$ cat src/verilog/helm_pkg.sv
package helm_pkg;

    // ------------------------------
    // widths
    // ------------------------------
    localparam int BUF_AW = 11;
    localparam int CNT_W  = 11;

    // byte offsets from the first byte of the ethernet frame
    localparam int OFS_ETYPE_HI    = 12;
    localparam int OFS_ETYPE_LO    = 13;
    localparam int OFS_PROTO       = 23;
    localparam int OFS_DST_IP      = 30;
    localparam int OFS_DST_PORT    = 36;
    localparam int OFS_UDP_LEN     = 38;
    localparam int OFS_UDP_PAYLOAD = 41;
    localparam int OFS_PREAMBLE    = 42;
    localparam int OFS_MSG_TYPE    = 46;
    localparam int OFS_SEQ         = 47;
    localparam int OFS_LEN         = 48;
    localparam int OFS_BODY        = 49;

    // ------------------------------
    // protocol constants
    // ------------------------------
    localparam logic [7:0] ETYPE_IPV4_HI = 8'h08;
    localparam logic [7:0] ETYPE_IPV4_LO = 8'h00;
    localparam logic [7:0] PROTO_UDP     = 8'h11;
    localparam int         UDP_HDR_LEN   = 8;

    localparam logic [7:0] PREAMBLE_3 = 8'haa;
    localparam logic [7:0] PREAMBLE_2 = 8'h99;
    localparam logic [7:0] PREAMBLE_1 = 8'h55;
    localparam logic [7:0] PREAMBLE_0 = 8'h66;

    localparam logic [7:0] MSG_BLK_WRITE  = 8'h00;
    localparam logic [7:0] MSG_BYTE_WRITE = 8'h01;

    // receive FSM encoding
    localparam logic [2:0] ST_IDLE = 3'd0;
    localparam logic [2:0] ST_RECV = 3'd1;
    localparam logic [2:0] ST_DROP = 3'd2;
    localparam logic [2:0] ST_DONE = 3'd3;
    localparam logic [2:0] ST_EXEC = 3'd4;

    // ------------------------------
    // types
    // ------------------------------
    typedef struct packed {
        logic       valid;
        logic       sof;
        logic       eof;
        logic [7:0] data;
    } mac_rx_t;

    typedef struct packed {
        logic       cs;
        logic       rd_en;
        logic       wr_en;
        logic [7:0] page;
        logic [7:0] offset;
        logic [7:0] wr_data;
    } usr_mem_req_t;

    // total_len counts body bytes, checksum byte not included
    typedef struct packed {
        logic [7:0] msg_type;
        logic [7:0] seq_no;
        logic [7:0] total_len;
    } msg_hdr_t;

    typedef struct packed {
        logic [7:0] page;
        logic [7:0] offset;
        logic [7:0] data_len;
        logic [7:0] first_data;
    } blk_cmd_t;

    typedef struct packed {
        logic [7:0] page;
        logic [7:0] offset;
        logic [7:0] value;
        logic [7:0] mask;
    } byte_cmd_t;

    // first four body bytes, byte 0 in the top lane
    typedef union packed {
        blk_cmd_t  blk;
        byte_cmd_t byt;
    } cmd_word_u;

endpackage

$ cat src/verilog/helm_byte_counter.sv
module helm_byte_counter
    import helm_pkg::*;
(
    input  logic             clk,
    input  logic             rst_b,
    input  mac_rx_t          mac_rx,
    output logic [CNT_W-1:0] byte_idx
);

    // index of the beat on the bus, zero again after eof
    always_ff @(posedge clk) begin
        if (!rst_b) begin
            byte_idx <= '0;
        end else if (mac_rx.valid) begin
            if (mac_rx.eof) begin
                byte_idx <= '0;
            end else begin
                byte_idx <= byte_idx + 1'b1;
            end
        end
    end

endmodule

$ cat config.mk
export PLATFORM = sky130hd
export DESIGN_NAME = helm_byte_counter
export DESIGN_NICKNAME = d
export VERILOG_FILES = /design/src/verilog/helm_pkg.sv /design/src/verilog/helm_byte_counter.sv
export SDC_FILE = /design/constraint.sdc
export NUM_CORES = 1
export LEC_CHECK = 0
export BUFFER_PORTS_ARGS = -buffer_cell sky130_fd_sc_hd__buf_2
export CAP_MARGIN = 20
export CORE_UTILIZATION = 39
export CTS_CLUSTER_SIZE = 10
export DETAILED_ROUTE_END_ITERATION = 10
export PLACE_DENSITY = 0.65
export SLEW_MARGIN = 10
export SYNTH_ARGS = -nofsm -noshare
export SYNTH_HDL_FRONTEND = slang
export SYNTH_SLANG_ARGS = --single-unit
$ cat constraint.sdc
create_clock -name clk -period 3.5 [get_ports clk]
set_input_delay 0.175 -clock clk [delete_from_list [all_inputs] [get_ports clk]]
set_output_delay 0.175 -clock clk [all_outputs]
set_load 0.03 [all_outputs]
==> metrics.txt <==
clock sink count=11; gr usage total=16.1%; syn_nets=70; outcome=finished, final reports clean; first-pass GRT wire length=1540 µm; biggest regs=byte_idx x11; CP startpoint kind=register; Ant. Diodes=0; max_slew headroom=75.3%; final hold vios=0; Die Y=38.3 µm; Rows=12; max FFs per register=11; I/O Buffers=14; Power Density=380 nW/µm²; hold crit path type=in2reg; slowest cell on the critical path=or4_1; Synth Register Bits=11; final core occ=51.4%; average wire per standard cell=10.8 µm; RSZ-0062 raised after global routing=no; ratio of cells with drive above 1 in the final layout=28.2%; CTS resizes=0; Multi-input gate area=264 µm²; unique cell type count in the Yosys netlist=18; Initial Util=43.9%; CP max FO=6; Max-cap violations=0; total clock buffers created by CTS=3; Area Overhead vs Synth=17.0%; mean post-synth cell area=9.18 µm²; CP arrival=1.67 ns; crit path cell chain=ha_1 -> nand2_1 -> or4_1 -> a21oi_1; Period minus WS final=1.47 ns; DRC viols=0; clk buf depth=2; final setup vio count=0; via count=439; clk slew on worst S/H paths=0.07 ns; number of primary I/O pins=24; Post-Synthesis Cells=56; Top reg by flops=byte_idx; Fillers=122; worst skew pair latency=0.27 ns; Synth Warn #=0; TritonRoute pass-1 iters=4; post-synthesis sequential area ratio=42.8%; clock skew=0.00691 ns; ys flop type=dfxtp_1; WS Path Type=reg2reg; global placer's final weighted congestion=0.710; Max Clk Rate=0.681 GHz; slew at the pin closest to its max-slew limit=0.370 ns; worst path bufs/invs=0; pin count of the biggest net entering global routing=13; number of H-tree levels=1; DR vias/cell=5.16; Reg area=220 µm²; number of global-route vias before repair=356; max-slew violations=0; worst vdd rail ir drop=247 µV; commonest non-fill, non-tap cell in the layout=buf_2; CP Capture Type=register; Worst Path Required=3.70 ns; # hold bufs at CTS=0; postcts setup bufs=0; ys async rst share=0%; routed wire length=917 µm; Core Region=1170 µm²; commonest cells after routing, fill and taps aside=14 x buf_2, 11 x dfxtp_1, 6 x nand2_1, 6 x a21oi_1, 5 x nor2_1; antenna violations before repair=0; CTS tree=yes; fin crit share=42.0%; post-DP HPWL=665 µm; Remaining Overflow, GRT=0; Die ar.=1470 µm²; Slowest Stage Delay on Critical Path=0.48 ns; die width=38.3 µm; P_leak=0.240 nW; cell family with most CP delay=simple AND/OR/NAND/NOR gates; Post-layout nets=86; setup TNS=0 ns; EDFF count, synth=0; clk root buf=clkbuf_4; 1st-iter DRT viols=11; Routed Antenna Nets=0; post-synthesis cell area=514 µm²
cells in the mapped netlist, types with 2 or more instances:
cell type / number / area [µm²]
dfxtp_1: 11 / 220
a21oi_1: 6 / 30.0
nand2_1: 6 / 22.5
nor2_1: 5 / 18.8
o31ai_1: 4 / 30.0
or4_1: 4 / 30.0
nand4_1: 3 / 18.8
xor2_1: 3 / 26.3
buf_6: 2 / 22.5
nand3_1: 2 / 10.0
o21ai_0: 2 / 10.0
or3_2: 2 / 15.0
report_power, final:
group	switching, W	leakage [nW]	internal [W]
Sequential	0.00000239	0.0888	0.000127
Combinational	0.00000955	0.136	0.00000494
Clock	0.0000409	0.0150	0.0000441
cell type report:
cell class | count | area share (%)
inverters | 1 | 0.624
clock buffers | 4 | 4.37
well taps | 14 | 2.91
flip-flops and latches | 11 | 36.6
repair buffers | 14 | 11.6
multi-input cells | 41 | 43.9
stage by stage:
step / power, W / std cells / cell area, µm² / hold WS, ns / setup slack [ns]
after floorplan: 0.000143 / 56 / 514 / 0.313 / 1.91
after global placement: 0.000147 / 81 / 576 / 0.462 / 2.05
after detailed placement: 0.000147 / 81 / 576 / 0.471 / 2.03
after CTS: 0.000233 / 85 / 602 / 0.296 / 2.02
after global routing: 0.000242 / 85 / 602 / 0.328 / 1.90
final: 0.000229 / 85 / 602 / 0.299 / 2.03
cells by family (layout without fill, tap and decap cells):
family	count (synthesis)	in the layout	share of synthesized area [%]
AND/OR/NAND/NOR	23	23	26.5
buffers and inverters	4	19	5.84
adder cells (fa/ha/maj)	1	1	2.43
multiplexers	1	1	1.95
flip-flops	11	11	42.8
AO/OA/AOI/OAI	12	12	13.6
XOR/XNOR	4	4	6.81
worst reg2reg max path, stage by stage, from the launching register on:
cell and delay, ns:
dfxtp_1 0.42, ha_1 0.22, nand2_1 0.13, or4_1 0.48
a21oi_1 0.14
path summary, 6_finish.rpt:
path | from | endpoint | slack (ns) | cells after the start
worst max-delay path | byte_idx[0] | byte_idx[10] | 2.03 | 4
worst min-delay path | mac_rx[10] | byte_idx[0] | 0.30 | 3
worst max register to register | byte_idx[0] | byte_idx[10] | 2.03 | 4
worst min register to register | byte_idx[10] | byte_idx[10] | 0.48 | 2
layer usage:
| metal | part of all wire, % | global-route usage (%) |
|---|---|---|
| met5 | 0 | 0 |
| met4 | 0.44 | 5.36 |
| met2 | 42 | 22.5 |
| met1 | 51 | 19.7 |
| met3 | 6.8 | 10.5 |
No activity file was read; power rests on OpenSTA's default activity.
