## config.mk

```make
export PLATFORM = sky130hd
export DESIGN_NAME = helm_rx_fsm
export DESIGN_NICKNAME = d
export VERILOG_FILES = /design/src/verilog/helm_pkg.sv /design/src/verilog/helm_rx_fsm.sv
export SDC_FILE = /design/constraint.sdc
export NUM_CORES = 1
export LEC_CHECK = 0
export ABC_AREA = 1
export BUFFER_PORTS_ARGS = -buffer_cell sky130_fd_sc_hd__buf_2
export CAP_MARGIN = 20
export CORE_AREA = 2 2 39 41
export DETAILED_ROUTE_END_ITERATION = 6
export DIE_AREA = 0 0 41 43
export GPL_ROUTABILITY_DRIVEN = 0
export PLACE_DENSITY = 0.66
export REMOVE_ABC_BUFFERS = 1
export SLEW_MARGIN = 20
export SYNTH_ARGS = -nofsm -noshare
export SYNTH_HDL_FRONTEND = slang
export SYNTH_SLANG_ARGS = --single-unit
```

## constraint.sdc

```tcl
create_clock -name clk -period 2.4 [get_ports clk]
set_clock_uncertainty 0.2 [all_clocks]
set_input_delay 0.24 -clock clk [delete_from_list [all_inputs] [get_ports clk]]
set_output_delay 0.24 -clock clk [all_outputs]
set_load 0.005 [all_outputs]
```

## src/verilog/helm_pkg.sv

```systemverilog
package helm_pkg;

    // ------------------------------
    // widths
    // ------------------------------
    localparam int BUF_AW = 11;
    localparam int CNT_W  = 11;

    // byte offsets from the first byte of the ethernet frame
    localparam int OFS_ETYPE_HI    = 12;
    localparam int OFS_ETYPE_LO    = 13;
    localparam int OFS_PROTO       = 23;
    localparam int OFS_DST_IP      = 30;
    localparam int OFS_DST_PORT    = 36;
    localparam int OFS_UDP_LEN     = 38;
    localparam int OFS_UDP_PAYLOAD = 41;
    localparam int OFS_PREAMBLE    = 42;
    localparam int OFS_MSG_TYPE    = 46;
    localparam int OFS_SEQ         = 47;
    localparam int OFS_LEN         = 48;
    localparam int OFS_BODY        = 49;

    // ------------------------------
    // protocol constants
    // ------------------------------
    localparam logic [7:0] ETYPE_IPV4_HI = 8'h08;
    localparam logic [7:0] ETYPE_IPV4_LO = 8'h00;
    localparam logic [7:0] PROTO_UDP     = 8'h11;
    localparam int         UDP_HDR_LEN   = 8;

    localparam logic [7:0] PREAMBLE_3 = 8'haa;
    localparam logic [7:0] PREAMBLE_2 = 8'h99;
    localparam logic [7:0] PREAMBLE_1 = 8'h55;
    localparam logic [7:0] PREAMBLE_0 = 8'h66;

    localparam logic [7:0] MSG_BLK_WRITE  = 8'h00;
    localparam logic [7:0] MSG_BYTE_WRITE = 8'h01;

    // receive FSM encoding
    localparam logic [2:0] ST_IDLE = 3'd0;
    localparam logic [2:0] ST_RECV = 3'd1;
    localparam logic [2:0] ST_DROP = 3'd2;
    localparam logic [2:0] ST_DONE = 3'd3;
    localparam logic [2:0] ST_EXEC = 3'd4;

    // ------------------------------
    // types
    // ------------------------------
    typedef struct packed {
        logic       valid;
        logic       sof;
        logic       eof;
        logic [7:0] data;
    } mac_rx_t;

    typedef struct packed {
        logic       cs;
        logic       rd_en;
        logic       wr_en;
        logic [7:0] page;
        logic [7:0] offset;
        logic [7:0] wr_data;
    } usr_mem_req_t;

    // total_len counts body bytes, checksum byte not included
    typedef struct packed {
        logic [7:0] msg_type;
        logic [7:0] seq_no;
        logic [7:0] total_len;
    } msg_hdr_t;

    typedef struct packed {
        logic [7:0] page;
        logic [7:0] offset;
        logic [7:0] data_len;
        logic [7:0] first_data;
    } blk_cmd_t;

    typedef struct packed {
        logic [7:0] page;
        logic [7:0] offset;
        logic [7:0] value;
        logic [7:0] mask;
    } byte_cmd_t;

    // first four body bytes, byte 0 in the top lane
    typedef union packed {
        blk_cmd_t  blk;
        byte_cmd_t byt;
    } cmd_word_u;

endpackage

```

## src/verilog/helm_rx_fsm.sv

```systemverilog
module helm_rx_fsm
    import helm_pkg::*;
(
    input  logic     clk,
    input  logic     rst_b,
    input  mac_rx_t  mac_rx,
    input  logic     hdr_fail,
    input  logic     msg_ok,
    input  msg_hdr_t hdr,
    input  logic     exec_done,
    output logic     exec_start,
    output logic     exec_byte,
    output logic     busy,
    output logic     msg_dropped
);

    logic [2:0] state;
    logic       known_type;
    logic       beat_eof;

    assign beat_eof   = mac_rx.valid && mac_rx.eof;
    assign known_type = (hdr.msg_type == MSG_BLK_WRITE) || (hdr.msg_type == MSG_BYTE_WRITE);

    // command leaves in the cycle after eof
    assign exec_start = (state == ST_DONE) && msg_ok && !hdr_fail && known_type;
    assign exec_byte  = (hdr.msg_type == MSG_BYTE_WRITE);
    assign busy       = (state != ST_IDLE);

    always_ff @(posedge clk) begin
        if (!rst_b) begin
            state       <= ST_IDLE;
            msg_dropped <= 1'b0;
        end else begin
            msg_dropped <= 1'b0;
            case (state)
                ST_IDLE: begin
                    if (mac_rx.valid && mac_rx.sof) begin
                        state <= mac_rx.eof ? ST_DONE : ST_RECV;
                    end
                end
                ST_RECV: begin
                    if (hdr_fail && beat_eof) begin
                        msg_dropped <= 1'b1;
                        state       <= ST_IDLE;
                    end else if (hdr_fail) begin
                        state <= ST_DROP;
                    end else if (beat_eof) begin
                        state <= ST_DONE;
                    end
                end
                // rest of a rejected frame
                ST_DROP: begin
                    if (beat_eof) begin
                        msg_dropped <= 1'b1;
                        state       <= ST_IDLE;
                    end
                end
                ST_DONE: begin
                    if (exec_start) begin
                        state <= ST_EXEC;
                    end else begin
                        msg_dropped <= 1'b1;
                        state       <= ST_IDLE;
                    end
                end
                ST_EXEC: begin
                    if (exec_done) begin
                        state <= ST_IDLE;
                    end
                end
                default: state <= ST_IDLE;
            endcase
        end
    end

endmodule

```

==> impl_metrics.yaml <==
die:
  start_util_pct: 23.5
  dieWidth_um: 41
  core_area_sq_mm: 0.00138
  io_pins: 44
  fp.dieH_um: 43
  row_count: 14
  die-area_sq_mm: 0.00176
route:
  drt_iter0_markers: 2
  drc: 0
  drt_wl_total_um: 847
  vias_per_cell: 4.38
  drtPass1Iterations: 4
  ant_nets: 0
  via_count: 407
  avgRoutedWirePerCell_um: 9.11
global_routing:
  antenna_found_initial: 0
  gr-usage-all-layers_pct: 11.2
  grt_max_degree: 7
  grt_pass1_vias: 374
  grt_first_pass_wirelength_um: 1320
  grt.overflow.total: 0
layout:
  finalInstanceArea_sq_um: 463
  area_growth_pct: 42.3
  nNetsFinal: 119
  num_antenna_cells: 0
  drive_gt1_share_pct: 37.7
timing:
  period_share_pct: 66.6
  hold_viol_final: 0
  slew_viol_final: 0
  final.setup.worst_slack_ns: 0.801
  fmax_mhz: 625
  worst_pin_slew_ns: 0.252
  setup-tns-final_ns: 0
  rsz0062_at_grt: "no"
  final.min_clock_period_ns: 1.60
  max_slew_margin_pct: 83.2
  setup_viol: 0
placement:
  port_buffers: 19
  place_hpwl_um: 689
  place_area_sq_um: 440
  place_ws_ns: 1.03
worst_hold_path:
  min_path_type: "in -> reg"
job:
  maxCapViolCount: 0
worst_setup_path:
  cp_common_cell: "inv_1"
  end_kind: "primary output"
  critical_path_class: "reg -> out"
  arrival_ns: 1.16
  cpMaxStageDelayCell: "dfxtp_1"
  slowest_delay_ns: 0.37
  worst_setup_path_start_kind: "flip-flop"
  required_ns: 1.96
  cp_max_fo: 5
  crit_chain: "nor2_2, nand2_1, inv_1, nand3_2, inv_1, buf_2"
clock_network:
  hold_buffers: 0
  clock_sinks: 4
  clk_latency_ns: 0.24
  post_cts_buffers: 0
  cts_max_path_buffers: 2
  cts.clk_slew.worst_paths_ns: 0.04
  cts_buffers: 3
  cts_tree: "built"
  cts_resized: 0
  h-tree-depth: 1
  clock-root-buffer: "clkbuf_4"
yosys:
  syn_area_per_cell_sq_um: 5.91
  synth-seq-cells: 4
  synth-seq-area-share_pct: 24.6
  ys_types: 13
  synth_area_sq_um: 325
  yosysWarnings: 0
  syn-instance-count: 55
status:
  status: "finished, final reports clean"
pwr:
  power_leakage_nw: 0.269
  fin_total_pwr_mw: 0.443
  max-vdd-ir-drop_mv: 0.312
  power_density_mw_per_mm2: 956
## layout make-up
class / instances / area, sq um
sequential: 4 / 80.1
clock buffer: 3 / 22.5
tap: 16 / 20.0
timing repair buffer: 19 / 95.1
multi-input combinational: 42 / 211
inverter: 9 / 33.8
fill: 159 / 921
## cell usage in the layout, fill, tap and decap left out, drive strengths merged
master	Yosys	layout
and2	1	1
nand2	15	15
nand3	12	12
nand4	2	2
dfxtp	4	4
nor2	7	7
nor3	1	1
clkbuf	0	3
buf	0	19
inv	9	9
a21oi	4	4
## synthesized netlist by cell type
master	instances	area, sq um
nand3_1	9	45.0
inv_2	1	3.75
nand4_1	2	12.5
nor2_2	1	6.26
nor3_2	1	10.0
inv_1	8	30.0
and2_1	1	6.26
nand3_2	3	30.0
dfxtp_1	4	80.1
nor2_1	6	22.5
nand2_1	14	52.6
nand2_2	1	6.26
a21oi_1	4	20.0
## power by group
part,switching [mW],leakage [nW],total (mW),internal [mW]
Combinational,0.139,0.222,0.235,0.0962
Sequential,0.0293,0.0328,0.120,0.0911
Clock,0.0308,0.0138,0.0870,0.0562
Total,0.199,0.269,0.443,0.243
## sequential cells by signal (all words and copies together) (netlist names)
register,cells
state,3
msg_dropped,1
## worst paths after layout
| kind | from | to | slack, ns | cells after the start |
|---|---|---|---|---|
| min reg2reg | state[1] | state[1] | 0.38 | 2 |
| min | rst_b | state[2] | 0.04 | 3 |
| max | state[2] | exec_start | 0.80 | 6 |
| max reg2reg | state[2] | state[2] | 1.12 | 5 |
## logic make-up after synthesis
family,count (synthesis),synth area share [%]
and+or+nand+nor,38,58.8
AOI/OAI and AO/OA,4,6.15
DFF,4,24.6
buffers and inverters,9,10.4
## critical path: cells and delay by family, from the launching register on
kind / cells / cell delay (ns)
flops: 1 / 0.37
simple gates: 3 / 0.30
buf+inv: 3 / 0.25
## through the flow
step,util [%],hold WS (ns),cells
final,33.5,0.0422,93
after global routing,33.5,0.0522,93
after CTS,33.5,0.0334,93
after detailed placement,31.8,0.286,90
after global placement,31.8,0.281,90
after floorplan,-,0.161,55
## metal layers
metal / part of all wire, % / track usage (%) / vias to the layer above
met2: 48 / 17.2 / 11
met4: 0 / 7.33 / 0
li1: - / - / 224
met5: 0 / 0 / -
met3: 6.7 / 3.14 / 0
met1: 45 / 12.6 / 172
No activity file was read; power rests on OpenSTA's default activity.
