===== src/verilog/helm_pkg.sv =====
package helm_pkg;

    // ------------------------------
    // widths
    // ------------------------------
    localparam int BUF_AW = 11;
    localparam int CNT_W  = 11;

    // byte offsets from the first byte of the ethernet frame
    localparam int OFS_ETYPE_HI    = 12;
    localparam int OFS_ETYPE_LO    = 13;
    localparam int OFS_PROTO       = 23;
    localparam int OFS_DST_IP      = 30;
    localparam int OFS_DST_PORT    = 36;
    localparam int OFS_UDP_LEN     = 38;
    localparam int OFS_UDP_PAYLOAD = 41;
    localparam int OFS_PREAMBLE    = 42;
    localparam int OFS_MSG_TYPE    = 46;
    localparam int OFS_SEQ         = 47;
    localparam int OFS_LEN         = 48;
    localparam int OFS_BODY        = 49;

    // ------------------------------
    // protocol constants
    // ------------------------------
    localparam logic [7:0] ETYPE_IPV4_HI = 8'h08;
    localparam logic [7:0] ETYPE_IPV4_LO = 8'h00;
    localparam logic [7:0] PROTO_UDP     = 8'h11;
    localparam int         UDP_HDR_LEN   = 8;

    localparam logic [7:0] PREAMBLE_3 = 8'haa;
    localparam logic [7:0] PREAMBLE_2 = 8'h99;
    localparam logic [7:0] PREAMBLE_1 = 8'h55;
    localparam logic [7:0] PREAMBLE_0 = 8'h66;

    localparam logic [7:0] MSG_BLK_WRITE  = 8'h00;
    localparam logic [7:0] MSG_BYTE_WRITE = 8'h01;

    // receive FSM encoding
    localparam logic [2:0] ST_IDLE = 3'd0;
    localparam logic [2:0] ST_RECV = 3'd1;
    localparam logic [2:0] ST_DROP = 3'd2;
    localparam logic [2:0] ST_DONE = 3'd3;
    localparam logic [2:0] ST_EXEC = 3'd4;

    // ------------------------------
    // types
    // ------------------------------
    typedef struct packed {
        logic       valid;
        logic       sof;
        logic       eof;
        logic [7:0] data;
    } mac_rx_t;

    typedef struct packed {
        logic       cs;
        logic       rd_en;
        logic       wr_en;
        logic [7:0] page;
        logic [7:0] offset;
        logic [7:0] wr_data;
    } usr_mem_req_t;

    // total_len counts body bytes, checksum byte not included
    typedef struct packed {
        logic [7:0] msg_type;
        logic [7:0] seq_no;
        logic [7:0] total_len;
    } msg_hdr_t;

    typedef struct packed {
        logic [7:0] page;
        logic [7:0] offset;
        logic [7:0] data_len;
        logic [7:0] first_data;
    } blk_cmd_t;

    typedef struct packed {
        logic [7:0] page;
        logic [7:0] offset;
        logic [7:0] value;
        logic [7:0] mask;
    } byte_cmd_t;

    // first four body bytes, byte 0 in the top lane
    typedef union packed {
        blk_cmd_t  blk;
        byte_cmd_t byt;
    } cmd_word_u;

endpackage


===== src/verilog/helm_cmd_exec.sv =====
module helm_cmd_exec
    import helm_pkg::*;
(
    input  logic              clk,
    input  logic              rst_b,
    input  logic              exec_start,
    input  logic              exec_byte,
    input  logic [7:0]        rd_data,
    input  logic [7:0]        usr_mem_rd_data,
    output logic              rd_en,
    output logic [BUF_AW-1:0] rd_addr,
    output usr_mem_req_t      usr_mem,
    output logic              exec_done
);

    logic              running;
    logic              is_byte;
    logic              rd_vld;
    logic [BUF_AW-1:0] rd_idx;
    cmd_word_u         cmd;
    logic              blk_wr;
    logic              blk_last;

    // block data runs from body byte 3 to data_len+2
    assign blk_wr   = (rd_idx >= BUF_AW'(3)) &&
                      (rd_idx < BUF_AW'(cmd.blk.data_len) + BUF_AW'(3));
    assign blk_last = (rd_idx >= BUF_AW'(3)) &&
                      (rd_idx >= BUF_AW'(cmd.blk.data_len) + BUF_AW'(2));

    // ------------------------------
    // buffer read side
    // ------------------------------
    always_ff @(posedge clk) begin
        if (!rst_b) begin
            running <= 1'b0;
            rd_en   <= 1'b0;
            rd_vld  <= 1'b0;
        end else begin
            rd_vld <= rd_en;
            rd_idx <= rd_addr;
            if (exec_start) begin
                running <= 1'b1;
                is_byte <= exec_byte;
                rd_en   <= 1'b1;
                rd_addr <= '0;
            end else if (running) begin
                rd_addr <= rd_addr + 1'b1;
                if (exec_done) begin
                    running <= 1'b0;
                    rd_en   <= 1'b0;
                end
            end
        end
    end

    // ------------------------------
    // command decode and user memory
    // ------------------------------
    always_ff @(posedge clk) begin
        if (!rst_b) begin
            usr_mem.cs    <= 1'b0;
            usr_mem.rd_en <= 1'b0;
            usr_mem.wr_en <= 1'b0;
            exec_done     <= 1'b0;
        end else begin
            usr_mem.cs    <= 1'b0;
            usr_mem.rd_en <= 1'b0;
            usr_mem.wr_en <= 1'b0;
            exec_done     <= 1'b0;
            if (running && rd_vld && !exec_done) begin
                if (rd_idx < BUF_AW'(4)) begin
                    cmd[8*(3-rd_idx[1:0]) +: 8] <= rd_data;
                end
                if (is_byte) begin
                    if (rd_idx == BUF_AW'(1)) begin
                        // fetch the old byte, it returns with the mask
                        usr_mem.cs     <= 1'b1;
                        usr_mem.rd_en  <= 1'b1;
                        usr_mem.page   <= cmd.byt.page;
                        usr_mem.offset <= rd_data;
                    end else if (rd_idx == BUF_AW'(3)) begin
                        usr_mem.cs      <= 1'b1;
                        usr_mem.wr_en   <= 1'b1;
                        usr_mem.wr_data <= (cmd.byt.value & rd_data) |
                                           (usr_mem_rd_data & ~rd_data);
                        exec_done       <= 1'b1;
                    end
                end else begin
                    if (blk_wr) begin
                        usr_mem.cs      <= 1'b1;
                        usr_mem.wr_en   <= 1'b1;
                        usr_mem.page    <= cmd.blk.page;
                        usr_mem.offset  <= cmd.blk.offset + 8'(rd_idx - BUF_AW'(3));
                        usr_mem.wr_data <= rd_data;
                    end
                    exec_done <= blk_last;
                end
            end
        end
    end

endmodule


===== config.mk =====
export PLATFORM = sky130hd
export DESIGN_NAME = helm_cmd_exec
export DESIGN_NICKNAME = d
export VERILOG_FILES = /design/src/verilog/helm_pkg.sv /design/src/verilog/helm_cmd_exec.sv
export SDC_FILE = /design/constraint.sdc
export NUM_CORES = 1
export LEC_CHECK = 0
export BUFFER_PORTS_ARGS = -buffer_cell sky130_fd_sc_hd__buf_2
export CORE_MARGIN = 8
export CORE_UTILIZATION = 60
export CTS_BUF_LIST = sky130_fd_sc_hd__clkbuf_2
export CTS_CLUSTER_SIZE = 28
export DETAILED_ROUTE_END_ITERATION = 6
export PLACE_DENSITY = 0.95
export SYNTH_ARGS = -nofsm -noshare
export SYNTH_HDL_FRONTEND = slang
export SYNTH_SLANG_ARGS = --single-unit

===== constraint.sdc =====
create_clock -name clk -period 3.1 [get_ports clk]
set_input_delay 0.775 -clock clk [delete_from_list [all_inputs] [get_ports clk]]
set_output_delay 0.775 -clock clk [all_outputs]
set_load 0.05 [all_outputs]

==> results of run 1 <==
## synthesized netlist by cell type, drive strengths merged
cell type | number | area, um^2
nand4b | 2 | 17.52
inv | 28 | 105.1
edfxtp | 71 | 2132
nand2b | 2 | 12.51
and2 | 32 | 202.7
ha | 40 | 500.5
o21ai | 8 | 40.04
o31ai | 3 | 63.81
nor3b | 2 | 15.01
and3 | 7 | 43.79
mux2i | 2 | 20.02
nand2 | 25 | 101.4
a31oi | 6 | 37.54
a2111o | 1 | 11.26
buf | 3 | 21.27
clkbuf | 4 | 15.01
fa | 1 | 20.02
a211oi | 4 | 30.03
a21boi | 8 | 90.09
xnor2 | 7 | 61.31
o211ai | 1 | 7.510
xor2 | 17 | 148.9
nor2 | 20 | 75.07
o31a | 1 | 8.760
o21a | 4 | 30.03
a31o | 2 | 17.52
a22o | 1 | 8.760
nor4 | 1 | 21.27
a21oi | 13 | 65.06
o41ai | 4 | 50.05
nor2b | 6 | 37.54
nand4 | 2 | 12.51
dfxtp | 7 | 140.1
a2111oi | 1 | 27.53
a221oi | 1 | 8.760
or2 | 1 | 6.260
o21bai | 2 | 15.01
nor3 | 4 | 20.02
o22ai | 1 | 6.260
a21o | 3 | 22.52
nand3 | 16 | 85.08
## cells by family (layout without fill, tap and decap cells)
family                   Yosys count  count (layout)  synth area share, %
AND/OR/NAND/NOR                  120             120                14.94
flip-flops                        78              78                52.17
AO/OA/AOI/OAI                     64              64                12.41
adder cells (fa/ha/maj)           41              41                11.95
buffers and inverters             35             113                3.246
XOR/XNOR                          24              24                4.826
multiplexers                       2               2               0.4597
## metrics by stage
step                hold slack [ps]  area, um^2
floorplan                     476.5        4355
global placement              466.1        4776
detailed placement            469.4        4776
CTS                           371.5        4883
global route                  357.4        4928
finish                        398.0        4928
## per-layer routing
metal  GRT usage [%]  routed length (um)  vias up  share of wire (%)
li1                -                   -     1456                  -
met1           24.13                3896     1499                 38
met2           37.60                5445      140                 52
met3           4.605                 819       21                7.9
met4           7.560                 221        0                2.1
met5               0                   0        -                  0
## registers in the layout, indices dropped and copies added, names as in the netlist
| signal | flops |
|---|---|
| cmd | 24 |
| exec_done | 1 |
| is_byte | 1 |
| rd_addr | 11 |
| rd_en | 1 |
| rd_idx | 11 |
| rd_vld | 1 |
| running | 1 |
| usr_mem | 27 |
## how the worst min path moves through the flow
stage	from	slack, ps	depth (start not counted)	to
floorplan	running	480	2	rd_en
global placement	rd_en	470	1	rd_vld
detailed placement	rd_en	470	1	rd_vld
CTS	exec_byte	370	1	is_byte
global route	exec_byte	360	1	is_byte
finish	exec_byte	400	1	is_byte
## power by group
group	switching (mW)	internal, mW	leakage [nW]
registers	0.0323	1.18	0.706
logic	0.172	0.0942	1.27
clock network	0.411	0.122	0.0590
total	0.615	1.39	2.03
## final cells by class
cell class	count	area (um^2)	share of cell area (%)
Sequential cell	78	2272	46.10
Multi-Input combinational cell	251	1949	39.55
Timing Repair Buffer	69	370.4	7.515
Tap cell	99	123.9	2.513
Inverter	28	105.1	2.133
Clock inverter	7	62.56	1.269
Clock buffer	9	45.04	0.9139
==> key figures, run 1 <==
Logic synthesis
  • Seq/Total Area, Yosys: 52.17%
  • Synth cell types: 46
  • Synthesis Warnings: 0
  • Mapped Cells: 364
  • Synthesis-stage register bit count: 78
  • Post-synth net total: 425
  • Synthesized area: roughly 4400 um^2
  • Avg Cell Area, Syn: 11.97 um^2

STA
  • Fin worst setup slack: between 100 and 150 ps
  • Setup Viol. Count Final: 0
  • Slew HR: 23.99%
  • Slew Viols, Final: 0
  • Skew final: 35.31 ps
  • RSZ-0062 raised after global routing: false
  • Max Clk Rate: 0.3376 GHz
  • Fin Setup TNS: 0 ps
  • Slew @ Worst Pin: 1128 ps
  • Tmin final: 2962 ps
  • Final hold violation count: 0
  • Tcrit/Tclk final: 95.55%

Routing
  • Drt initial violations: 215
  • Post-DRT Antenna Nets: 0
  • WL/cell: 19.19 um
  • Vias: between 3,000 and 4,000
  • 1st-pass router iterations: 5
  • Via density: 5.760
  • Routed wire length: 10,380 um
  • # DRC: 0

Finish
  • Commonest non-fill, non-tap cell in the layout: edfxtp_1
  • Filler instances: 540
  • Proportion of layout cells with a drive suffix above 1: 24.21%
  • P&R area growth vs syn: 13.16%
  • Nets: about 500
  • Finished Layout Cells: 541
  • Most frequent cells in the layout: edfxtp_1 (71), buf_2 (59), ha_1 (40)
  • # diodes: 0
  • Final core occ: roughly 69%

Critical path
  • Number of cells on the worst reg-to-reg path: 11
  • Max Fanout on Critical Path: 8
  • Worst Path Buf+Inv: 1
  • Worst Setup End Kind: flip-flop
  • Crit-path most repeated cell: ha_1
  • Critical Path Sink: usr_mem[3]
  • Critical path class: reg -> reg
  • CP max stage delay: 530 ps
  • Crit path depth: 11
  • Worst r2r src: cmd[9]
  • Crit-path cells: buf_4, ha_1, a21oi_1, nor2_1, xnor2_1, ha_1, nand2_1, nor3_1, o31ai_4, nand3_1, o41ai_2
  • Max stage delay cell, worst path: edfxtp_1
  • Critical Path Source: cmd[9]
  • Worst EP arrival: between 3000 and 4000 ps
  • Startpoint types: flip-flop
  • R2r setup slk: 140 ps
  • End of the worst register-to-register path: usr_mem[3]
  • WP data required: 3380 ps
  • CP delay by family, top: simple AND/OR/NAND/NOR gates

Die
  • CORE AREA: 7137 um^2
  • Starting Density: 61.03%
  • Cell Rows: 31
  • Io pins: 60
  • Die area: 10,240 um^2
  • Die height: about 100 um
  • Chip width: 101.2 um

Job
  • Maxcap violations: 0

Global route
  • Vias in the first global route: 3,191
  • Overflow after GRT: 0
  • First-pass GRT wire length: 16,260 um
  • GRT Resource Usage Total: around a fifth
  • Initial antenna violation count: 0
  • Pin count of the biggest net entering global routing: 30

Clock tree
  • CTS Hold Bufs: 0
  • Htree depth: 3
  • Post-cts resize count: 0
  • Clk sinks: 78
  • Clk root buf: clkbuf_2
  • Clock transition at path regs: between 200 and 250 ps
  • CTS tree: done
  • Clock Path Buffers: 2
  • Clock latency on the worst-skew pair: 560 ps
  • Num CTS Buffers: 9
  • Postcts setup bufs: 0

Power
  • Static leakage: 2.034 nW
  • Cell area power density: 407.3 nW/um^2
  • Total power: 2.007 mW
  • Maximum VDD drop: between 0.3 and 0.4 mV

Place
  • Placed insts: 519
  • Routability cong.: 0.9739
  • PortBufs: between 50 and 60
  • Post-DP HPWL: 7917 um
  • Pre-CTS setup slack: 190.7 ps

Worst hold path
  • Worst Hold Class: in -> reg

Outcome
  • Status: finished clean
No activity file was read; power rests on OpenSTA's default activity.
==> run 2: changes to the inputs <==
--- a/config.mk
+++ b/config.mk
@@ -7,11 +7,11 @@
 export LEC_CHECK = 0
 export BUFFER_PORTS_ARGS = -buffer_cell sky130_fd_sc_hd__buf_2
 export CORE_MARGIN = 8
-export CORE_UTILIZATION = 60
+export CORE_UTILIZATION = 55
 export CTS_BUF_LIST = sky130_fd_sc_hd__clkbuf_2
 export CTS_CLUSTER_SIZE = 28
 export DETAILED_ROUTE_END_ITERATION = 6
-export PLACE_DENSITY = 0.95
+export PLACE_DENSITY = 0.89
 export SYNTH_ARGS = -nofsm -noshare
 export SYNTH_HDL_FRONTEND = slang
 export SYNTH_SLANG_ARGS = --single-unit
==> key figures, run 2 (synthesis results as in run 1) <==
Die
  • Io pins: 60 (unchanged)
  • Starting Density: 56.66% (was 61.03%)
  • CORE AREA: 7687 um^2 (was 7137 um^2)
  • Cell Rows: 32 (was 31)
  • Chip width: 105.0 um (was 101.2 um)
  • Die area: 11,020 um^2 (was 10,240 um^2)
  • Die height: 105.0 um (was 101.2 um)

Clock tree
  • Clock latency on the worst-skew pair: 560 ps (about the same)
  • Clock transition at path regs: 220 ps (was 240 ps)
  • Clk root buf: clkbuf_2 (unchanged)
  • Clk sinks: 78 (unchanged)
  • CTS tree: done (unchanged)
  • CTS Hold Bufs: 0 (unchanged)
  • Num CTS Buffers: 9 (unchanged)
  • Clock Path Buffers: 2 (unchanged)
  • Htree depth: 3 (unchanged)

Critical path
  • Worst r2r src: cmd[9] (unchanged)
  • Max stage delay cell, worst path: edfxtp_1 (unchanged)
  • Critical Path Source: cmd[9] (unchanged)
  • Worst Path Buf+Inv: 1 (unchanged)
  • End of the worst register-to-register path: usr_mem[11] (was usr_mem[3])
  • Worst Setup End Kind: flip-flop (unchanged)
  • CP max stage delay: 530 ps (about the same)
  • Worst EP arrival: 3290 ps (was 3240 ps)
  • CP delay by family, top: compound AO/OA/AOI/OAI gates (was simple AND/OR/NAND/NOR gates)
  • Startpoint types: flip-flop (unchanged)
  • Crit-path cells: inv_1, ha_1, a21oi_1, nor2b_1, xnor2_1, ha_1, a2111oi_4, o21a_1, and2_4, nand2_4, o41ai_2 (was buf_4, ha_1, a21oi_1, nor2_1, xnor2_1, ha_1, nand2_1, nor3_1, o31ai_4, nand3_1, o41ai_2)
  • Crit-path most repeated cell: ha_1 (unchanged)
  • Critical path class: reg -> reg (unchanged)
  • Max Fanout on Critical Path: 12 (was 8)
  • WP data required: 3470 ps (was 3380 ps)
  • Number of cells on the worst reg-to-reg path: 11 (unchanged)
  • R2r setup slk: 170 ps (was 140 ps)

Global route
  • Initial antenna violation count: 0 (unchanged)
  • First-pass GRT wire length: 15,080 um (was 16,260 um)
  • Overflow after GRT: 0 (unchanged)
  • GRT Resource Usage Total: 17.13% (was 21.05%)
  • Global routing usage on met3: 5.221% (was 4.605%)
  • Vias in the first global route: 2,910 (was 3,191)
  • Global route hottest layer: met2 (unchanged)
  • Grt met1 use: 21.12% (was 24.13%)
  • Pin count of the biggest net entering global routing: 17 (was 30)
  • Met2 usage: 27.38% (was 37.60%)

Job
  • Maxcap violations: 0 (unchanged)

Routing
  • # DRC: 0 (unchanged)
  • 1st-pass router iterations: 5 (unchanged)
  • WL/cell: 17.24 um (was 19.19 um)
  • Post-DRT Antenna Nets: 0 (unchanged)
  • Routed wire length: 9309 um (was 10,380 um)
  • Vias: 3,009 (was 3,116)
  • Via density: 5.572 (was 5.760)
  • Drt initial violations: 254 (was 215)

STA
  • Slew Viols, Final: 0 (unchanged)
  • Slew HR: 33.44% (was 23.99%)
  • Tmin final: 2927 ps (was 2962 ps)
  • Fin Setup TNS: 0 ps (unchanged)
  • Fin worst setup slack: 173.1 ps (was 138.0 ps)
  • Max Clk Rate: 0.3417 GHz (was 0.3376 GHz)
  • Setup Viol. Count Final: 0 (unchanged)
  • Tcrit/Tclk final: 94.42% (was 95.55%)
  • Final hold violation count: 0 (unchanged)
  • Fin Hold WS: 387.9 ps (was 398.0 ps)
  • Skew final: 31.07 ps (was 35.31 ps)
  • Slew @ Worst Pin: 987.5 ps (was 1128 ps)

Outcome
  • Status: finished clean (unchanged)

Worst hold path
  • Worst Hold Class: in -> reg (unchanged)
  • Hold-critical path depth: 1 (unchanged)
  • Min-delay src: exec_byte (unchanged)
  • Hold Path End: is_byte (unchanged)

Place
  • Area after DPL: 4780 um^2 (was 4776 um^2)
  • PortBufs: 59 (unchanged)
  • Placed insts: 522 (was 519)
  • Post-DP HPWL: 7181 um (was 7917 um)
  • Pre-CTS setup slack: 197.8 ps (was 190.7 ps)
  • Routability cong.: 0.9259 (was 0.9739)

Finish
  • Commonest non-fill, non-tap cell in the layout: edfxtp_1 (unchanged)
  • Final core occ: 63.70% (was 69.06%)
  • Finished Cell Area: 4897 um^2 (was 4928 um^2)
  • Filler instances: 607 (was 540)
  • Nets: 494 (was 498)
  • Reg with most FFs: usr_mem (unchanged)
  • Most frequent cells in the layout: edfxtp_1 (71), buf_2 (59), ha_1 (40) (unchanged)
  • Proportion of layout cells with a drive suffix above 1: 23.29% (was 24.21%)
  • Area of the multi-input gates: 1949 um^2 (unchanged)
  • Reg area: 2272 um^2 (unchanged)
  • Finished Layout Cells: 540 (was 541)
  • Max reg flops: 27 (unchanged)
  • # diodes: 0 (unchanged)
  • P&R area growth vs syn: 12.44% (was 13.16%)

Power
  • Maximum VDD drop: 0.3332 mV (was 0.3325 mV)
  • Cell area power density: 401.7 nW/um^2 (was 407.3 nW/um^2)
  • Total power: 1.967 mW (was 2.007 mW)
  • Static leakage: 2.019 nW (was 2.034 nW)
## run 2: changes by cell type in the layout (fill, tap and decap cells not counted)
cell,change
buf_4,-4
inv_6,-1
clkinv_4,+3
inv_8,-1
clkinv_1,+1
clkinvlp_4,-2
## run 2: layout make-up
| class | instances | share of cell area [%] |
|---|---|---|
| clock inverter | 7 | 1.175 |
| sequential | 78 | 46.40 |
| tap | 102 | 2.606 |
| multi-input combinational | 251 | 39.81 |
| inverter | 28 | 2.146 |
| timing repair buffer | 65 | 6.949 |
| clock buffer | 9 | 0.9198 |
## run 2: routing by layer
metal  share of wire [%]  up-vias  wire [um]
met2                  48      115       4434
met4                 3.0        0        276
li1                    -     1451          -
met5                   0        -          0
met1                  41     1422       3841
met3                 8.1       21        757
## run 2: what timing repair did
action,in CTS,in global routing
setup buffers,0,2
setup endpoints to repair,0,20
resized for setup,0,0
endpoints found under the hold margin,0,0
## run 2: worst max path at each step
stage	endpoint	slack [ps]	cells past startpoint
floorplan	usr_mem[10]	330	10
detailed placement	usr_mem[12]	200	11
CTS	usr_mem[11]	150	11
global placement	usr_mem[12]	340	11
global route	usr_mem[12]	-20	11
finish	usr_mem[11]	170	11
## run 2: where the power goes
part	leakage [nW]	switching, mW	internal (mW)
logic	1.25	0.164	0.0949
registers	0.706	0.0333	1.18
clock network	0.0620	0.384	0.116
total	2.02	0.581	1.39
