### config.mk
export PLATFORM = sky130hd
export DESIGN_NAME = helm_frame_check
export DESIGN_NICKNAME = d
export VERILOG_FILES = /design/src/verilog/helm_pkg.sv /design/src/verilog/helm_frame_check.sv
export SDC_FILE = /design/constraint.sdc
export NUM_CORES = 1
export LEC_CHECK = 0
export BUFFER_PORTS_ARGS = -buffer_cell sky130_fd_sc_hd__buf_2
export CAP_MARGIN = 15
export CORE_ASPECT_RATIO = 1.1
export CORE_UTILIZATION = 30
export DETAILED_ROUTE_END_ITERATION = 16
export PLACE_DENSITY = 0.53
export SETUP_SLACK_MARGIN = 0.2
export SYNTH_ARGS = -nofsm -noshare
export SYNTH_HDL_FRONTEND = slang
export SYNTH_SLANG_ARGS = --single-unit
### constraint.sdc
create_clock -name clk -period 7.65 [get_ports clk]
set_input_delay 1.53 -clock clk [delete_from_list [all_inputs] [get_ports clk]]
set_output_delay 1.53 -clock clk [all_outputs]
set_load 0.03 [all_outputs]
### src/verilog/helm_pkg.sv
package helm_pkg;

    // ------------------------------
    // widths
    // ------------------------------
    localparam int BUF_AW = 11;
    localparam int CNT_W  = 11;

    // byte offsets from the first byte of the ethernet frame
    localparam int OFS_ETYPE_HI    = 12;
    localparam int OFS_ETYPE_LO    = 13;
    localparam int OFS_PROTO       = 23;
    localparam int OFS_DST_IP      = 30;
    localparam int OFS_DST_PORT    = 36;
    localparam int OFS_UDP_LEN     = 38;
    localparam int OFS_UDP_PAYLOAD = 41;
    localparam int OFS_PREAMBLE    = 42;
    localparam int OFS_MSG_TYPE    = 46;
    localparam int OFS_SEQ         = 47;
    localparam int OFS_LEN         = 48;
    localparam int OFS_BODY        = 49;

    // ------------------------------
    // protocol constants
    // ------------------------------
    localparam logic [7:0] ETYPE_IPV4_HI = 8'h08;
    localparam logic [7:0] ETYPE_IPV4_LO = 8'h00;
    localparam logic [7:0] PROTO_UDP     = 8'h11;
    localparam int         UDP_HDR_LEN   = 8;

    localparam logic [7:0] PREAMBLE_3 = 8'haa;
    localparam logic [7:0] PREAMBLE_2 = 8'h99;
    localparam logic [7:0] PREAMBLE_1 = 8'h55;
    localparam logic [7:0] PREAMBLE_0 = 8'h66;

    localparam logic [7:0] MSG_BLK_WRITE  = 8'h00;
    localparam logic [7:0] MSG_BYTE_WRITE = 8'h01;

    // receive FSM encoding
    localparam logic [2:0] ST_IDLE = 3'd0;
    localparam logic [2:0] ST_RECV = 3'd1;
    localparam logic [2:0] ST_DROP = 3'd2;
    localparam logic [2:0] ST_DONE = 3'd3;
    localparam logic [2:0] ST_EXEC = 3'd4;

    // ------------------------------
    // types
    // ------------------------------
    typedef struct packed {
        logic       valid;
        logic       sof;
        logic       eof;
        logic [7:0] data;
    } mac_rx_t;

    typedef struct packed {
        logic       cs;
        logic       rd_en;
        logic       wr_en;
        logic [7:0] page;
        logic [7:0] offset;
        logic [7:0] wr_data;
    } usr_mem_req_t;

    // total_len counts body bytes, checksum byte not included
    typedef struct packed {
        logic [7:0] msg_type;
        logic [7:0] seq_no;
        logic [7:0] total_len;
    } msg_hdr_t;

    typedef struct packed {
        logic [7:0] page;
        logic [7:0] offset;
        logic [7:0] data_len;
        logic [7:0] first_data;
    } blk_cmd_t;

    typedef struct packed {
        logic [7:0] page;
        logic [7:0] offset;
        logic [7:0] value;
        logic [7:0] mask;
    } byte_cmd_t;

    // first four body bytes, byte 0 in the top lane
    typedef union packed {
        blk_cmd_t  blk;
        byte_cmd_t byt;
    } cmd_word_u;

endpackage

### src/verilog/helm_frame_check.sv
module helm_frame_check
    import helm_pkg::*;
(
    input  logic             clk,
    input  logic             rst_b,
    input  mac_rx_t          mac_rx,
    input  logic [CNT_W-1:0] byte_idx,
    input  logic [31:0]      listened_ip1,
    input  logic [31:0]      listened_ip2,
    input  logic [15:0]      listened_port,
    output logic             hdr_fail,
    output logic             msg_ok,
    output msg_hdr_t         hdr,
    output logic             body_wr,
    output logic [7:0]       body_data
);

    logic [23:0] dst_ip_hi;
    logic [7:0]  dst_port_hi;
    logic [15:0] udp_len;
    logic [15:0] payload_len;
    logic [15:0] pay_idx;
    logic [7:0]  csum;
    logic        fail_now;
    logic        in_body;
    logic        last_pay;
    logic        len_match;

    assign payload_len = udp_len - 16'(UDP_HDR_LEN);
    // 1-based position inside the udp payload
    assign pay_idx     = 16'(byte_idx) - 16'(OFS_UDP_PAYLOAD);
    assign in_body     = (byte_idx >= CNT_W'(OFS_BODY)) && (pay_idx <= payload_len);
    assign last_pay    = in_body && (pay_idx == payload_len);
    assign len_match   = (byte_idx - CNT_W'(OFS_BODY)) == CNT_W'(hdr.total_len);

    // ------------------------------
    // fixed field compare
    // ------------------------------
    always_comb begin
        fail_now = 1'b0;
        case (byte_idx)
            CNT_W'(OFS_ETYPE_HI):     fail_now = (mac_rx.data != ETYPE_IPV4_HI);
            CNT_W'(OFS_ETYPE_LO):     fail_now = (mac_rx.data != ETYPE_IPV4_LO);
            CNT_W'(OFS_PROTO):        fail_now = (mac_rx.data != PROTO_UDP);
            CNT_W'(OFS_DST_IP + 3):   fail_now = ({dst_ip_hi, mac_rx.data} != listened_ip1) &&
                                                 ({dst_ip_hi, mac_rx.data} != listened_ip2);
            CNT_W'(OFS_DST_PORT + 1): fail_now = ({dst_port_hi, mac_rx.data} != listened_port);
            CNT_W'(OFS_PREAMBLE):     fail_now = (mac_rx.data != PREAMBLE_3);
            CNT_W'(OFS_PREAMBLE + 1): fail_now = (mac_rx.data != PREAMBLE_2);
            CNT_W'(OFS_PREAMBLE + 2): fail_now = (mac_rx.data != PREAMBLE_1);
            CNT_W'(OFS_PREAMBLE + 3): fail_now = (mac_rx.data != PREAMBLE_0);
            default:                  fail_now = 1'b0;
        endcase
    end

    always_ff @(posedge clk) begin
        if (!rst_b) begin
            hdr_fail <= 1'b0;
            msg_ok   <= 1'b0;
            body_wr  <= 1'b0;
        end else begin
            hdr_fail <= mac_rx.valid && fail_now;
            body_wr  <= mac_rx.valid && in_body;
            if (mac_rx.valid) begin
                if (mac_rx.sof) begin
                    msg_ok <= 1'b0;
                end else if (last_pay) begin
                    // last payload byte carries the checksum
                    msg_ok <= len_match && (mac_rx.data == csum);
                end
            end
        end
    end

    // ------------------------------
    // field capture and running sum
    // ------------------------------
    always_ff @(posedge clk) begin
        body_data <= mac_rx.data;
        if (mac_rx.valid) begin
            if (byte_idx >= CNT_W'(OFS_DST_IP) && byte_idx < CNT_W'(OFS_DST_IP + 3)) begin
                dst_ip_hi <= {dst_ip_hi[15:0], mac_rx.data};
            end
            case (byte_idx)
                CNT_W'(OFS_DST_PORT):    dst_port_hi    <= mac_rx.data;
                CNT_W'(OFS_UDP_LEN):     udp_len[15:8]  <= mac_rx.data;
                CNT_W'(OFS_UDP_LEN + 1): udp_len[7:0]   <= mac_rx.data;
                CNT_W'(OFS_MSG_TYPE): begin
                    hdr.msg_type <= mac_rx.data;
                    csum         <= mac_rx.data;
                end
                CNT_W'(OFS_SEQ): begin
                    hdr.seq_no <= mac_rx.data;
                    csum       <= csum + mac_rx.data;
                end
                CNT_W'(OFS_LEN): begin
                    hdr.total_len <= mac_rx.data;
                    csum          <= csum + mac_rx.data;
                end
                default: begin
                    if (in_body && !last_pay) begin
                        csum <= csum + mac_rx.data;
                    end
                end
            endcase
        end
    end

endmodule

==> results of run 1 <==
## through the flow
| step | cell area, um2 | util [%] | hold WS, ns |
|---|---|---|---|
| 2_1_floorplan | 5540 | - | 0.493 |
| 5_1_grt | 6750 | 37.8 | 0.489 |
| 3_5_place_dp | 6450 | 36.1 | 0.456 |
| 3_3_place_gp | 6450 | 36.1 | 0.455 |
| 4_1_cts | 6730 | 37.7 | 0.466 |
| 6_report | 6750 | 37.8 | 0.463 |
## cells by family after synthesis
group | synth area share [%]
and+or+nand+nor | 15.7
xor gates and xnor gates | 17.2
buffers and inverters | 2.73
muxes | 1.13
DFF | 47.4
AOI/OAI and AO/OA | 8.91
adders and majority gates | 6.92
## synthesized netlist by cell type (all sizes together), types with 6 or more instances
| cell type | n |
|---|---|
| nor4 | 16 |
| a21oi | 10 |
| nor3 | 16 |
| nand2 | 25 |
| o21ai | 15 |
| nand3 | 9 |
| and2 | 6 |
| edfxtp | 80 |
| and3 | 7 |
| xor2 | 30 |
| xnor2 | 79 |
| nand4 | 23 |
| ha | 29 |
| dfxtp | 11 |
| nor2 | 29 |
| clkbuf | 15 |
| o21a | 6 |
| inv | 19 |
## routing by layer
layer	track usage, %	part of all wire (%)	vias to the layer above
met1	21.3	44	2064
met2	28.6	50	104
met5	0	0	-
met3	3.08	4.6	14
met4	6.12	1.6	0
li1	-	-	2111
## cell usage in the layout, fill, tap and decap left out, types with 6 or more instances in the layout
master / synthesis / routed
ha_1: 29 / 29
nor4_1: 15 / 15
a21oi_1: 10 / 10
clkbuf_16: 0 / 9
nand4_1: 23 / 23
nand3_1: 9 / 9
xor2_1: 30 / 30
inv_1: 19 / 19
o21a_1: 6 / 6
o21ai_0: 15 / 15
nor2_1: 29 / 29
and3_1: 7 / 7
nor3_1: 16 / 16
buf_2: 1 / 137
xnor2_1: 79 / 79
dfxtp_1: 11 / 11
and2_1: 6 / 6
nand2_1: 25 / 25
edfxtp_1: 80 / 80
## sequential cells by signal (all words and copies together), names as in the netlist
name / count
hdr_fail: 1
msg_ok: 1
body_data: 8
dst_ip_hi: 24
hdr: 24
dst_port_hi: 8
csum: 8
udp_len: 16
body_wr: 1
## final timing paths
check / startpoint / to / slack [ns] / cells past startpoint
max: byte_idx[9] / csum[1]$_DFFE_PP_ / 3.08 / 11
min: msg_ok$_SDFFE_PN0P_ / msg_ok$_SDFFE_PN0P_ / 0.46 / 2
max reg2reg: udp_len[5]$_DFFE_PP_ / csum[1]$_DFFE_PP_ / 3.96 / 13
min reg2reg: msg_ok$_SDFFE_PN0P_ / msg_ok$_SDFFE_PN0P_ / 0.46 / 2
## power by group through the flow
stage / logic (mW) / registers, mW / clock network, mW
after floorplan: 0.148 / 0.580 / 0
after global placement: 0.226 / 0.576 / 0
after detailed placement: 0.232 / 0.577 / 0
after CTS: 0.234 / 0.565 / 0.442
after global routing: 0.260 / 0.567 / 0.457
final: 0.232 / 0.565 / 0.429
## critical path, stage by stage
cell,delay (ns)
buf_2,0.13
or4_4,0.60
nor3_1,0.58
ha_1,0.26
nand2_1,0.07
or3_1,0.43
or2_2,0.31
a211o_1,0.23
o211ai_1,0.18
o41ai_1,0.13
buf_4,0.20
## final cells by class
| cell class | count | area [um2] |
|---|---|---|
| fill | 1820 | 11100 |
| multi-input combinational | 372 | 2760 |
| sequential | 91 | 2620 |
| timing repair buffer | 139 | 708 |
| tap | 238 | 298 |
| clock buffer | 9 | 225 |
| inverter | 19 | 71.3 |
| clock inverter | 7 | 58.8 |
| antenna | 1 | 2.50 |
==> results.cfg, run 1 <==
[synth]
synth_cell_type_count = 54
ys_seq_elements = 91
synthCells = 501
synth.top_cells.by_area = edfxtp_1 (43%), xnor2_1 (13%), ha_1 (6.6%)
synth_top_area_share_pct = 43.4
ys_seq_area_share_pct = 47.4
synthArstFlopShare_pct = 0
ys_warn_count = 0
synthesis.area_um2 = 5540
synth_edf_count = 80
synthesis.nets = 635
syn_avg_cell_area_um2 = 11.0
synth_flop_cell = edfxtp_1
synth_top_area_cell = edfxtp_1

[critical_path]
end_kind = flip-flop
worstPathMaxFanout = 8
start_kind = input port
crit_arrival_ns = 4.66
worstPathRequired_ns = 7.74
crit_type = in2reg

[clock_tree]
cts_setup_buffers = 0
worst_setup_hold_path_clk_slew_ns = 0.07
cts_hold_buf = 0
cts_root_buffer = clkbuf_16
max-clock-path-buffers = 2
cts_resized = 0
clock-sinks = 91
cts_buffers = 9
h-tree-depth = 3
insertion_delay_ns = 0.35
cts_tree = built

[route]
first_pass_iters = 4
drt-vias-per-instance = 4.90
ant_nets = 0
drt_first_iter_violations = 258
route.detailed.drc = 0
dr_total_vias = 4293
wl_per_cell_um = 17.9
drt_wl_total_um = 15700

[pwr]
power_leakage_nw = 2.54
p_seq_share_pct = 46.1
ir_drop_mv = 0.143
p_total_mw = 1.23
power_density_nw_per_um2 = 182
p_clk_share_pct = 35.0
p_int_mw = 0.887
comb_power_share_pct = 18.9
p_sw_mw = 0.339
p_sw_share_pct = 27.6

[sta]
hold_viol_final = 0
finalSetupViolations = 0
setup_slack_ns = 3.08
grt_setup_unrepaired = no
tightest_slew_ns = 0.702
fin_crit_sh_pct = 59.7
finClkSkew_ns = 0.0134
slew_headroom_pct = 53.0
fmax_mhz = 219
finalSetupTns_ns = 0
drv_slew = 0
min_period_ns = 4.57

[global_route]
grt_pass1_vias = 4396
grt_max_degree = 25
grt_use_total_pct = 16.8
grt_pass1_wl_um = 24100
antenna_found_initial = 0
grt_overflow = 0

[placement]
dp_hpwl_um = 12000
gp_congestion = 0.902
dp.cells = 858
place_ws_ns = 2.72
port_buffers = 137

[layout]
final_nets = 766
drive_gt1_share_pct = 25.9
areaGrowthSynthToFinish_pct = 21.9
finalNonFillerCells = 876

[floorplan]
coreArea_um2 = 17900
fp.dieH_um = 144
start_util_pct = 31.0
die_x_um = 132
dieArea_um2 = 19000
ios = 139
num_rows = 51

[worst_hold_path]
hp-class = reg2reg

[run_status]
outcome = complete, no violations

[run]
drv_cap = 0
Power figures use the tool's default switching activity.
==> inputs of run 2 (changes only) <==
- ABC_AREA: not set -> 1
- PLACE_DENSITY: 0.53 -> 0.55
- clock period: 7.65 -> 4.06 ns (I/O delays scaled with it)
==> run 2 against run 1 <==
Effect of this change: hold slack lost 0.0058 ns; clock power grew 83%; total power grew 85%; clock skew is 0.0052 ns lower; count of clock-buffer cells in the layout up 1; synthesized cell count rose by 28%; design area increased by 4.2%; core utilization increased by 0.16 points; sequential share of layout area decreased by 1.6 points; critical path type is now reg2reg; largest power group unchanged; highest routed layer unchanged.
==> results.cfg, run 2 <==
[synth]
synthArstFlopShare_pct = 0
synthSimpleGateAreaFrac_pct = 25.1
synth.area.mux_share_pct = 0
synth_compound_area_share_pct = 5.42
synth-xor-area-share_pct = 12.0
synth_top_family_by_area = simple AND/OR/NAND/NOR gates
ys_warn_count = 0
synth_cell_type_count = 38
synth_top_area_cell = edfxtp_1
synth_flop_cell = edfxtp_1
synthesis.nets = 776
syn_avg_cell_area_um2 = 8.95
ys_seq_area_share_pct = 45.7
yosysMostFrequentCell = nand2_1
synthesis.area_um2 = 5740
synthCells = 642
synthTopCellsByCount = nand2_1 (138), edfxtp_1 (80), inv_1 (62), nor2_1 (62), xnor2_1 (57)
synth.top_cells.by_area = edfxtp_1 (42%), nand2_1 (9.0%), xnor2_1 (8.7%)
synthAdderAreaFrac_pct = 6.67
synth_edf_count = 80
ys_seq_elements = 91
synth_top_area_share_pct = 41.8

[floorplan]
start_util_pct = 31.0
dieArea_um2 = 19700
fp.dieH_um = 147
coreArea_um2 = 18500
ios = 139
die_x_um = 134
num_rows = 52

[critical_path]
worstPathMaxFanout = 8
end_kind = flip-flop
crit_arrival_ns = 3.39
slowest_delay_ns = 0.42
crit_chain = inv_1, ha_1, nand2_1, nor3_1, nand2_1, nor2_1, nand3_1, xor2_1, ha_1, nand2_1, nor2_1, nand4_1, inv_1, nand3_1, nand2_1, nand3_1, a21oi_1, buf_4
worstPathRequired_ns = 4.12
crit-reg2reg-launch = udp_len[3]$_DFFE_PP_
crit_start = udp_len[3]$_DFFE_PP_
crit_slowest_cell = edfxtp_1
start_kind = flip-flop
crit_top_cell = nand2_1
crit_type = reg2reg

[placement]
placed_area_um2 = 6760
place_ws_ns = 0.637
port_buffers = 137
gp_congestion = 0.845
dp_hpwl_um = 11800

[global_route]
grt_pass1_vias = 4513
grt_use_total_pct = 15.9
antenna_found_initial = 0
grt_overflow = 0
grt_pass1_wl_um = 23600
grt_max_degree = 25

[sta]
grt_setup_unrepaired = no
hold_viol_final = 0
finalSetupViolations = 0
finClkSkew_ns = 0.00816
fmax_mhz = 300
drv_slew = 0
whs_ns = 0.457
slew_headroom_pct = 38.3
setup_slack_ns = 0.726
finalSetupTns_ns = 0
tightest_slew_ns = 0.918
min_period_ns = 3.33
fin_crit_sh_pct = 82.1

[layout]
final_cell_mix = nand2_1 (138), buf_2 (137), edfxtp_1 (80)
fin_area_um2 = 7030
final_nets = 925
top_regs = dst_ip_hi (24), hdr (24), udp_len (16)
diodes = 0
layout_commonest_cell = nand2_1
drive_gt1_share_pct = 27.4
areaGrowthSynthToFinish_pct = 22.4

[route]
ant_nets = 0
first_pass_iters = 4
dr_total_vias = 4646
drt_wl_total_um = 15100
drt-vias-per-instance = 4.47
wl_per_cell_um = 14.5
route.detailed.drc = 0
drt_first_iter_violations = 202

[run]
drv_cap = 0

[clock_tree]
cts_hold_buf = 0
cts_tree = built
insertion_delay_ns = 0.35
h-tree-depth = 3
cts_buffers = 9
clock-sinks = 91
cts_resized = 0
cts_root_buffer = clkbuf_16
cts_setup_buffers = 0
max-clock-path-buffers = 2
worst_setup_hold_path_clk_slew_ns = 0.07

[pwr]
power_density_nw_per_um2 = 323
p_sw_mw = 0.620
p_clk_share_pct = 34.6
p_seq_share_pct = 47.0
p_int_mw = 1.65
ir_drop_mv = 0.197
comb_power_share_pct = 18.5
p_sw_share_pct = 27.3
p_total_mw = 2.27
power_leakage_nw = 2.97

[run_status]
outcome = complete, no violations

[worst_hold_path]
hp-class = reg2reg
hold_start = dst_ip_hi[5]$_DFFE_PP_
[run 2: per-stage QoR]
stage / cells / util (%)
after floorplan: 642 / -
final: 1039 / 37.9
after CTS: 1039 / 37.9
after detailed placement: 1023 / 36.5
after global placement: 1023 / 36.5
after global routing: 1039 / 37.9
[run 2: worst max-delay path, delay by kind of cell, from the launching register on]
kind | cells | cell delay, ns
compound gates | 1 | 0.15
fa+ha+maj | 2 | 0.47
flops | 1 | 0.42
simple gates | 11 | 1.44
buf+inv | 3 | 0.39
xor+xnor | 1 | 0.15
[run 2: path summary, 6_finish.rpt]
kind / endpoint / slack [ns] / cells after the start
hold / removal: dst_ip_hi[13]$_DFFE_PP_ / 0.46 / 0
setup / recovery: csum[0]$_DFFE_PP_ / 0.73 / 18
setup reg to reg: csum[0]$_DFFE_PP_ / 0.73 / 18
hold reg to reg: dst_ip_hi[13]$_DFFE_PP_ / 0.46 / 0
[run 2: final cells by class]
cell class / instances / area, um2
flip-flops and latches: 91 / 2620
multi-input cells: 475 / 2850
repair buffers: 141 / 716
well taps: 243 / 304
fillers: 1932 / 11500
inverters: 73 / 274
clock buffers: 10 / 229
clock inverters: 6 / 41.3
[run 2: logic make-up after synthesis]
| family | after synthesis |
|---|---|
| AND/OR/NAND/NOR | 314 |
| adder cells (fa/ha/maj) | 30 |
| buffers and inverters | 76 |
| XOR/XNOR | 79 |
| flip-flops | 91 |
| AO/OA/AOI/OAI | 52 |
[run 2: metal layers]
| metal | wire length (um) | vias to the layer above | global-route usage, % |
|---|---|---|---|
| met1 | 6860 | 2103 | 19.6 |
| met5 | 0 | - | 0 |
| met4 | 219 | 0 | 5.00 |
| met2 | 7310 | 85 | 27.1 |
| li1 | - | 2440 | - |
| met3 | 708 | 18 | 3.86 |
[run 2: power by group through the flow]
stage               Sequential [mW]  Combinational [mW]  Clock, mW
detailed placement             1.09               0.424          0
global route                   1.07               0.480      0.833
floorplan                      1.10               0.266          0
finish                         1.07               0.419      0.785
CTS                            1.07               0.426      0.806
global placement               1.09               0.419          0
==> inputs of run 3 (changes only) <==
- clock period: 4.06 -> 2.7 ns (I/O delays scaled with it)
==> run 3 against run 2 <==
Effect of this change: the run now ends with setup timing left; die area unchanged; first-iteration DRC count is 26% higher; design area up 8.5%; clock skew down 0.0022 ns; worst setup slack worse by 0.93 ns; core utilization grew 3.2 points; global-route usage rose by 0.95 points; critical endpoint is now csum[4]$_DFFE_PP_; sequential share of layout area is 2.9 points lower; via count up 5.7%; total power rose by 57%; count of clock-buffer cells in the layout stayed put.
==> results.cfg, run 3 (synthesis gave the netlist of run 2 again) <==
[floorplan]
dieArea_um2 = 19700
fp.dieH_um = 147
num_rows = 52
die_x_um = 134
ios = 139
start_util_pct = 31.0
coreArea_um2 = 18500

[sta]
slew_headroom_pct = 73.7
drv_slew = 0
finalSetupViolations = 10
hold_viol_final = 0
tightest_slew_ns = 0.394
finalSetupTns_ns = -1.80
grt_setup_unrepaired = yes
min_period_ns = 2.91
fin_crit_sh_pct = 108
whs_ns = 0.433
finClkSkew_ns = 0.00597
setup_slack_ns = -0.206
fmax_mhz = 344

[route]
wl_per_cell_um = 14.5
route.detailed.drc = 0
drt_wl_total_um = 15900
ant_nets = 0
drt_first_iter_violations = 255
first_pass_iters = 4
drt-vias-per-instance = 4.46
dr_total_vias = 4912

[layout]
final_cell_mix = buf_2 (137), nand2_1 (135), edfxtp_1 (80)
areaGrowthSynthToFinish_pct = 32.9
layout_commonest_cell = buf_2
finalNonFillerCells = 1101
final_nets = 987
fin_area_um2 = 7630
top_regs = dst_ip_hi (24), hdr (24), udp_len (16)
final_util_pct = 41.2
fillers = 1874
diodes = 0
drive_gt1_share_pct = 34.3

[global_route]
use_met1_pct = 20.6
grt_use_total_pct = 16.9
grtUsageMet2_pct = 29.0
grt_overflow = 0
antenna_found_initial = 1
grt_pass1_vias = 4856
grt-busiest-layer = met2
grt_pass1_wl_um = 25100
use_met3_pct = 3.76
grt_max_degree = 25

[run]
drv_cap = 0

[placement]
port_buffers = 137
dp_hpwl_um = 12600
dp.cells = 1077
placed_area_um2 = 7240
gp_congestion = 0.816

[pwr]
ir_drop_mv = 0.299
power_leakage_nw = 3.31
power_density_nw_per_um2 = 468

[critical_path]
crit_arrival_ns = 2.98
end_kind = flip-flop
worstPathRequired_ns = 2.77
crit_type = reg2reg
worstPathMaxFanout = 8
start_kind = flip-flop

[run_status]
outcome = finished, violations left
violations = setup timing

[clock_tree]
cts_tree = built
h-tree-depth = 3
cts_root_buffer = clkbuf_16
max-clock-path-buffers = 2
cts_buffers = 9
worst_setup_hold_path_clk_slew_ns = 0.06
insertion_delay_ns = 0.35
clock-sinks = 91

[worst_hold_path]
hp-class = in2reg
## run 3: metal layers
| layer | vias to the layer above | part of all wire (%) |
|---|---|---|
| met5 | - | 0.11 |
| met4 | 2 | 1.7 |
| met3 | 21 | 4.7 |
| met2 | 93 | 49 |
| met1 | 2230 | 44 |
| li1 | 2566 | - |
## run 3: cell type report
cell class	count	area [um2]	area share [%]
multi-input cells	475	2930	38.4
flip-flops and latches	91	2620	34.4
repair buffers	203	1210	15.9
well taps	243	304	3.98
inverters	73	274	3.59
clock buffers	10	229	3.00
clock inverters	6	63.8	0.836
## run 3: metrics by stage
stage	power, mW	setup slack (ns)
6_report	3.57	-0.206
5_1_grt	3.76	-0.437
4_1_cts	3.61	-0.216
3_5_place_dp	2.33	-0.326
3_3_place_gp	2.32	-0.269
2_1_floorplan	2.05	-0.101
## run 3: timing repair
item,in CTS,in global routing
endpoints found under the setup margin,10,10
resized for setup,8,3
pin swaps,3,3
buffers inserted,6,2
hold buffers,0,0
## run 3: path summary, 6_finish.rpt
kind                          startpoint                 endpoint  slack (ns)  cells past startpoint
setup / recovery    udp_len[7]$_DFFE_PP_        csum[4]$_DFFE_PP_       -0.21                     16
hold / removal                 mac_rx[4]     body_data[4]$_DFF_P_        0.43                      1
setup reg to reg    udp_len[7]$_DFFE_PP_        csum[4]$_DFFE_PP_       -0.21                     16
hold reg to reg   dst_ip_hi[5]$_DFFE_PP_  dst_ip_hi[13]$_DFFE_PP_        0.46                      0
## run 3: worst max-delay path, cell delays in order, from the launching register on
cell and delay [ns]:
edfxtp_1 0.41, nor4_2 0.28, nand2_1 0.14, nor3_2 0.16, nand2_1 0.12, buf_4 0.15, xor2_1 0.15, ha_1 0.27
nand2_1 0.05, nor2_2 0.12, nand4_1 0.11, inv_2 0.10, nand3_4 0.07, nand2_4 0.09, nand3_4 0.08, a21oi_4 0.18
buf_12 0.15
## run 3: power by group
group	internal [mW]	switching [mW]	leakage [nW]
clock network	0.720	0.560	0.141
logic	0.310	0.375	2.35
registers	1.59	0.0151	0.817
total	2.62	0.950	3.31
